[config.mk]
export PLATFORM = sky130hd
export DESIGN_NAME = pcs_tx_top
export DESIGN_NICKNAME = d
export VERILOG_FILES = /design/src/source/pcs_pkg.sv /design/src/source/pcs_tx_enc.sv /design/src/source/pcs_tx_scrambler.sv /design/src/source/pcs_tx_top.sv
export SDC_FILE = /design/constraint.sdc
export NUM_CORES = 1
export LEC_CHECK = 0
export ABC_AREA = 0
export BUFFER_PORTS_ARGS = -buffer_cell sky130_fd_sc_hd__buf_2
export CAP_MARGIN = 20
export CORE_MARGIN = 4
export CORE_UTILIZATION = 60
export DETAILED_ROUTE_END_ITERATION = 10
export PLACE_DENSITY_LB_ADDON = 0.15
export REMOVE_ABC_BUFFERS = 1
export SKIP_LAST_GASP = 1
export SYNTH_ARGS = -nofsm -noshare
export SYNTH_HDL_FRONTEND = slang
export SYNTH_SLANG_ARGS = --single-unit
[constraint.sdc]
create_clock -name clk -period 8.1 [get_ports clk]
set_input_delay 1.215 -clock clk [delete_from_list [all_inputs] [get_ports clk]]
set_output_delay 1.215 -clock clk [all_outputs]
set_load 0.02 [all_outputs]
[src/source/pcs_pkg.sv]
package pcs_pkg;

	// widths
	localparam int XGMII_DATA_W = 64;
	localparam int XGMII_KEEP_W = 8;
	localparam int BLOCK_TYPE_W = 8;
	localparam int SYNC_W       = 2;
	localparam int CTRL_W       = 7;
	localparam int CTRL_N       = 8; // control characters in an all-control block
	localparam int CTRL_BODY_W  = XGMII_DATA_W - BLOCK_TYPE_W; // payload above the type byte
	localparam int SCR_W        = 58;

	typedef logic [XGMII_DATA_W-1:0] xgmii_data_t;
	typedef logic [XGMII_KEEP_W-1:0] xgmii_keep_t; // contiguous from byte 0
	typedef logic [BLOCK_TYPE_W-1:0] block_type_t;
	typedef logic [SYNC_W-1:0]       sync_head_t;
	typedef logic [CTRL_W-1:0]       ctrl_char_t;
	typedef logic [CTRL_BODY_W-1:0]  ctrl_body_t;
	typedef logic [SCR_W-1:0]        scr_state_t;

	// sync header
	localparam sync_head_t SYNC_DATA = 2'b01;
	localparam sync_head_t SYNC_CTRL = 2'b10;

	// control characters, 7 bits each on the line
	localparam ctrl_char_t CTRL_IDLE  = 7'h00;
	localparam ctrl_char_t CTRL_ERROR = 7'h1e;

	// block types
	localparam block_type_t BT_CTRL    = 8'h1e; // C7 C6 C5 C4 C3 C2 C1 C0
	localparam block_type_t BT_START_0 = 8'h78; // D7 .. D1, start in lane 0
	localparam block_type_t BT_TERM_0  = 8'h87;
	localparam block_type_t BT_TERM_1  = 8'h99;
	localparam block_type_t BT_TERM_2  = 8'haa;
	localparam block_type_t BT_TERM_3  = 8'hb4;
	localparam block_type_t BT_TERM_4  = 8'hcc;
	localparam block_type_t BT_TERM_5  = 8'hd2;
	localparam block_type_t BT_TERM_6  = 8'he1;
	localparam block_type_t BT_TERM_7  = 8'hff; // seven data bytes, no control

	// scrambler history after reset
	localparam scr_state_t SCR_SEED = {SCR_W{1'b1}};

	typedef enum logic [1:0] {
		ENC_IDLE     = 2'd0, // between frames
		ENC_DATA     = 2'd1, // inside a frame
		ENC_TERM_DLY = 2'd2  // full last word sent, terminate still owed
	} enc_state_e;

	// one transmit word, exactly one strobe or none (plain data)
	typedef struct packed {
		logic        idle;
		logic        start;
		logic        last;
		logic        err;
		xgmii_keep_t keep;
		xgmii_data_t data;
	} xgmii_tx_s;

	// one 66-bit block, type byte in payload[7:0] for control blocks
	typedef struct packed {
		sync_head_t  sync;
		xgmii_data_t payload;
	} pcs_block_s;

endpackage

[src/source/pcs_tx_enc.sv]
`timescale 1ns/1ps

module pcs_tx_enc (
	input  logic                clk,
	input  logic                nreset,
	input  pcs_pkg::xgmii_tx_s  tx_i,
	output pcs_pkg::pcs_block_s block_o,
	output logic                block_v_o
);

	pcs_pkg::enc_state_e state_q;
	pcs_pkg::enc_state_e state_next;

	// terminate type from keep
	logic [pcs_pkg::XGMII_KEEP_W:0] term_mask; // keep + 1, one-hot for a contiguous mask
	logic                           keep_full;
	pcs_pkg::block_type_t           term_type;

	// payload pieces
	pcs_pkg::ctrl_body_t idle_chars;
	pcs_pkg::ctrl_body_t err_chars;
	pcs_pkg::ctrl_body_t keep_bits;
	pcs_pkg::ctrl_body_t term_body;

	// next block
	logic                 data_blk;
	pcs_pkg::block_type_t type_next;
	pcs_pkg::ctrl_body_t  body_next;
	pcs_pkg::pcs_block_s  block_next;
	logic                 term_delay;

	assign term_delay = state_q == pcs_pkg::ENC_TERM_DLY;

	// a contiguous keep plus one lands on a single bit,
	// the position of that bit is the byte count
	assign term_mask = {1'b0, tx_i.keep} + {{pcs_pkg::XGMII_KEEP_W{1'b0}}, 1'b1};
	assign keep_full = term_mask[pcs_pkg::XGMII_KEEP_W]; // carried out, all eight bytes

	always_comb begin
		case (term_mask)
			9'b0_0000_0001: term_type = pcs_pkg::BT_TERM_0;
			9'b0_0000_0010: term_type = pcs_pkg::BT_TERM_1;
			9'b0_0000_0100: term_type = pcs_pkg::BT_TERM_2;
			9'b0_0000_1000: term_type = pcs_pkg::BT_TERM_3;
			9'b0_0001_0000: term_type = pcs_pkg::BT_TERM_4;
			9'b0_0010_0000: term_type = pcs_pkg::BT_TERM_5;
			9'b0_0100_0000: term_type = pcs_pkg::BT_TERM_6;
			9'b0_1000_0000: term_type = pcs_pkg::BT_TERM_7;
			default:        term_type = pcs_pkg::BT_TERM_0; // full keep is sent as data
		endcase
	end

	assign idle_chars = {pcs_pkg::CTRL_N{pcs_pkg::CTRL_IDLE}};
	assign err_chars  = {pcs_pkg::CTRL_N{pcs_pkg::CTRL_ERROR}};

	// byte mask for data bytes 0..6, which sit in block bytes 1..7
	always_comb begin
		for (int j = 0; j < pcs_pkg::XGMII_KEEP_W - 1; j++) begin
			keep_bits[j*8 +: 8] = {8{tx_i.keep[j]}};
		end
	end

	// kept bytes first, idle characters fill the rest
	assign term_body = (tx_i.data[pcs_pkg::CTRL_BODY_W-1:0] & keep_bits)
		| (idle_chars & ~keep_bits);

	always_comb begin
		data_blk   = 1'b0;
		type_next  = pcs_pkg::BT_CTRL;
		body_next  = idle_chars;
		state_next = state_q;
		if (term_delay) begin
			// the idle input word is replaced by the owed terminate
			type_next  = pcs_pkg::BT_TERM_0;
			state_next = pcs_pkg::ENC_IDLE;
		end else if (tx_i.err) begin
			body_next  = err_chars; // abort
			state_next = pcs_pkg::ENC_IDLE;
		end else if (tx_i.idle) begin
			state_next = pcs_pkg::ENC_IDLE;
		end else if (tx_i.start) begin
			type_next  = pcs_pkg::BT_START_0;
			body_next  = tx_i.data[pcs_pkg::XGMII_DATA_W-1:pcs_pkg::BLOCK_TYPE_W];
			state_next = pcs_pkg::ENC_DATA;
		end else if (tx_i.last && keep_full) begin
			// no room for a type byte, terminate goes in the next block
			data_blk   = 1'b1;
			state_next = pcs_pkg::ENC_TERM_DLY;
		end else if (tx_i.last) begin
			type_next  = term_type;
			body_next  = term_body;
			state_next = pcs_pkg::ENC_IDLE;
		end else begin
			data_blk = 1'b1; // plain frame word
		end
	end

	assign block_next.sync    = data_blk ? pcs_pkg::SYNC_DATA : pcs_pkg::SYNC_CTRL;
	assign block_next.payload = data_blk ? tx_i.data : {body_next, type_next};

	always_ff @(posedge clk) begin
		if (!nreset) begin
			state_q   <= pcs_pkg::ENC_IDLE;
			block_v_o <= 1'b0;
		end else begin
			state_q   <= state_next;
			block_v_o <= 1'b1; // one block for every word once out of reset
		end
	end

	always_ff @(posedge clk) begin
		block_o <= block_next;
	end

endmodule

[src/source/pcs_tx_scrambler.sv]
`timescale 1ns/1ps

module pcs_tx_scrambler (
	input  logic                clk,
	input  logic                nreset,
	input  pcs_pkg::pcs_block_s block_i,
	input  logic                block_v_i,
	output pcs_pkg::pcs_block_s block_o,
	output logic                block_v_o
);

	pcs_pkg::scr_state_t  scr_q;    // history, bit 0 is the most recent output bit
	pcs_pkg::scr_state_t  scr_next;
	pcs_pkg::xgmii_data_t payload_scr;

	// x^58 + x^39 + 1, one bit at a time, LSB of the payload first
	always_comb begin
		logic out_bit;
		scr_next    = scr_q;
		payload_scr = '0;
		for (int i = 0; i < pcs_pkg::XGMII_DATA_W; i++) begin
			out_bit        = block_i.payload[i] ^ scr_next[38] ^ scr_next[57];
			payload_scr[i] = out_bit;
			scr_next       = {scr_next[pcs_pkg::SCR_W-2:0], out_bit}; // feed back the output
		end
	end

	always_ff @(posedge clk) begin
		if (!nreset) begin
			scr_q     <= pcs_pkg::SCR_SEED;
			block_v_o <= 1'b0;
		end else begin
			block_v_o <= block_v_i;
			if (block_v_i) begin
				scr_q <= scr_next; // history carries over to the next block
			end
		end
	end

	// sync header rides along unscrambled in the same stage
	always_ff @(posedge clk) begin
		if (block_v_i) begin
			block_o.sync    <= block_i.sync;
			block_o.payload <= payload_scr;
		end
	end

endmodule

[src/source/pcs_tx_top.sv]
`timescale 1ns/1ps

module pcs_tx_top (
	input  logic                clk,
	input  logic                nreset,
	input  pcs_pkg::xgmii_tx_s  tx_i,
	output pcs_pkg::pcs_block_s block_o,
	output logic                block_v_o
);

	pcs_pkg::pcs_block_s enc_block; // unscrambled block, one cycle after tx_i
	logic                enc_v;

	// 64b/66b encoder
	pcs_tx_enc i_enc (
		.clk      (clk),
		.nreset   (nreset),
		.tx_i     (tx_i),
		.block_o  (enc_block),
		.block_v_o(enc_v)
	);

	// payload scrambler, adds the second cycle of latency
	pcs_tx_scrambler i_scrambler (
		.clk      (clk),
		.nreset   (nreset),
		.block_i  (enc_block),
		.block_v_i(enc_v),
		.block_o  (block_o),
		.block_v_o(block_v_o)
	);

endmodule
==> impl_metrics.py <==
metrics = {
    "layout": {
        "fin_area_sq_mm": 0.00958,
        "drive_above_1_share_pct": 21.7,
        "num_antenna_cells": 0,
        "fin_util_pct": 71.8,
        "fin_nets": 970,
        "area_delta_synth_final_pct": 16.4,
    },
    "power_and_ir_drop": {
        "power_frac_comb_pct": 34.3,
        "total_power_uw": 3710,
        "power_switching_share_pct": 34.7,
        "irDropWorstVdd_v": 0.000227,
        "seqPwrFrac_pct": 42.0,
        "power.density_mw_per_mm2": 387,
        "p_leak_uw": 0.00399,
        "p_switching_uw": 1290,
        "p_int_uw": 2420,
        "clkPwrFrac_pct": 23.8,
    },
    "grt": {
        "grt_usage_pct": 27.5,
        "grt_pass1_wl_mm": 33.4,
        "grt-ovfl-total": 0,
        "grt_pass1_vias": 6100,
        "antenna_found_initial": 0,
        "grt_max_degree": 82,
    },
    "logic_synthesis": {
        "synthesis.area_sq_mm": 0.00823,
        "synth_cells": 772,
        "avgSynthCellArea_sq_um": 10.7,
        "synth_cell_types": 52,
        "ys.flop_type": "dfxtp_1",
        "async_flop_share_pct": 0,
        "synth-seq-area-share_pct": 55.2,
        "ys_warn_count": 0,
        "ys_ff_latch": 194,
        "synth_edf_count": 66,
    },
    "timing": {
        "hold_viol": 0,
        "maxSlewViolCount": 0,
        "tightest_slew_ps": 1040,
        "post-route-period-util_pct": 37.9,
        "tns_ps": 0,
        "fin_skew_ps": 10.0,
        "slew_headroom_pct": 30.6,
        "grt_setup_unrepaired": "false",
        "layout_min_cycle_time_ps": 3070,
        "setup_viol": 0,
        "max_freq_ghz": 0.326,
    },
    "critical_path": {
        "slowest_stage": "o31ai_4",
        "worstPathCellList": "buf_2 > or3_1 > o31ai_4 > o21ai_0",
        "worstPathArrival_ps": 3330,
        "worstPathRequired_ps": 8360,
        "end_kind": "flop",
        "critPathTopFamily": "compound AO/OA/AOI/OAI gates",
        "crit_fanout": 35,
        "slowest_delay_ps": 900,
        "crit_type": "in2reg",
        "path_buf_inv": 1,
        "cp-start-kind": "input port",
    },
    "clock_tree": {
        "cts_max_path_buffers": 2,
        "htree_num_levels": 4,
        "post_cts_resize_count": 0,
        "holdBufCountCts": 0,
        "clkSinkCount": 194,
        "cts_buffers": 17,
        "root_buffer": "clkbuf_16",
        "cts_tree": "yes",
        "clk_latency_ps": 430,
        "clkTransAtPathRegs_ps": 70,
        "post_cts_buffers": 0,
    },
    "placed_design": {
        "port-buffer-count": 144,
        "postPlaceCellArea_sq_mm": 0.00894,
        "gp_congestion": 0.907,
        "dp_hpwl_mm": 15.6,
    },
    "route": {
        "postRouteAntennaNets": 0,
        "drt_iter0_drc": 541,
        "vias": 6168,
        "drt-total-wl_mm": 21.9,
        "drc_errors": 0,
        "first_pass_iters": 7,
        "routedWlPerCell_um": 20.3,
        "routed_via_density": 5.71,
    },
    "outcome": {
        "status": "complete, no violations",
    },
    "floorplan": {
        "core_sq_mm": 0.0133,
        "die_area_sq_mm": 0.0157,
        "die_y_um": 125,
        "ios": 145,
        "fp.dieW_um": 125,
        "start_util_pct": 61.7,
        "rows": 42,
    },
    "flow_run": {
        "maxCapViolCount": 0,
    },
    "worst_hold_path": {
        "min_path_type": "reg2reg",
    },
}
## power groups by stage
stage                     clock network [uW]  logic, uW  registers (uW)
after CTS                                890       1280            1560
final                                    882       1270            1560
after detailed placement                   0       1260            1570
after global placement                     0       1220            1560
after global routing                     927       1380            1590
after floorplan                            0        699            1740
## area by class of cell
cell class                 count  area, sq um
clock inverter                12          183
sequential                   194         4550
clock buffer                  20          437
timing repair buffer         148          771
tap                          176          220
multi-input combinational    501         3310
fill                         970         3760
inverter                      30          114
## logic make-up (layout without fill, tap and decap cells)
kind of cell / after synthesis / after routing / synth area share, %
buffers and inverters: 77 / 210 / 4.56
AO/OA/AOI/OAI: 137 / 137 / 9.96
flip-flops: 194 / 194 / 55.2
XOR/XNOR: 123 / 123 / 14.1
multiplexers: 40 / 40 / 4.86
AND/OR/NAND/NOR: 201 / 201 / 11.3
## through the flow
| step | instances | hold slack [ps] | worst slack, ps |
|---|---|---|---|
| floorplan | 725 | 386 | 4010 |
| global placement | 1048 | 400 | 4440 |
| detailed placement | 1048 | 405 | 4300 |
| CTS | 1080 | 421 | 4720 |
| global route | 1081 | 425 | 4880 |
| finish | 1081 | 416 | 5030 |
## layer usage
layer  global-route usage [%]  vias up  wire, um
met3                     5.37       59      1600
met4                     12.0        0       809
met2                     44.6      286     10400
li1                         -     2865         -
met1                     36.2     2958      9090
met5                        0        -         0
## flip-flops by register name, summed over array words and instances, names as in the netlist
name                   count
i_enc.block_v_o            1
i_scrambler.block_v_o      1
i_enc.state_q              2
i_enc.block_o             66
i_scrambler.block_o       66
i_scrambler.scr_q         58
## final timing paths
path | startpoint | endpoint | slack, ps | cells after the start
max | tx_i[72] | i_enc.block_o[17]$_DFF_P_ | 5030 | 4
min | i_enc.block_o[64]$_DFF_P_ | i_scrambler.block_o[64]$_DFFE_PP_ | 420 | 0
max reg2reg | i_enc.block_v_o$_DFF_P_ | i_scrambler.scr_q[13]$_SDFFE_PN1P_ | 5700 | 3
min reg2reg | i_enc.block_o[64]$_DFF_P_ | i_scrambler.block_o[64]$_DFFE_PP_ | 420 | 0
## cells in the final DEF (no fill, tap or decap), types with 15 or more instances in the layout
master,netlist,routed
nand2_1,137,137
edfxtp_1,66,66
dfxtp_1,128,127
a21oi_1,29,29
xor2_1,38,38
buf_2,11,144
xnor2_1,79,79
clkbuf_16,0,17
a31oi_1,28,28
mux2i_1,40,40
inv_1,29,29
nand3_1,15,15
o21ai_0,53,53
## synth_stat cells, drive strengths merged (3+ instances only)
cell | count | area share (%)
edfxtp | 66 | 24
nor2 | 11 | 0.50
buf | 24 | 2.1
nor3 | 4 | 0.24
o21ai | 60 | 3.7
a21oi | 29 | 1.8
nor2b | 8 | 0.61
dfxtp | 128 | 31
mux2i | 40 | 4.9
a22oi | 4 | 0.36
clkbuf | 23 | 1.1
nand3 | 24 | 2.0
a31oi | 28 | 2.1
a221oi | 5 | 0.53
xnor3 | 6 | 1.6
xnor2 | 79 | 8.4
inv | 29 | 1.3
nand4 | 3 | 0.41
nand2 | 137 | 6.2
xor2 | 38 | 4.0
No activity file was read; power rests on OpenSTA's default activity.
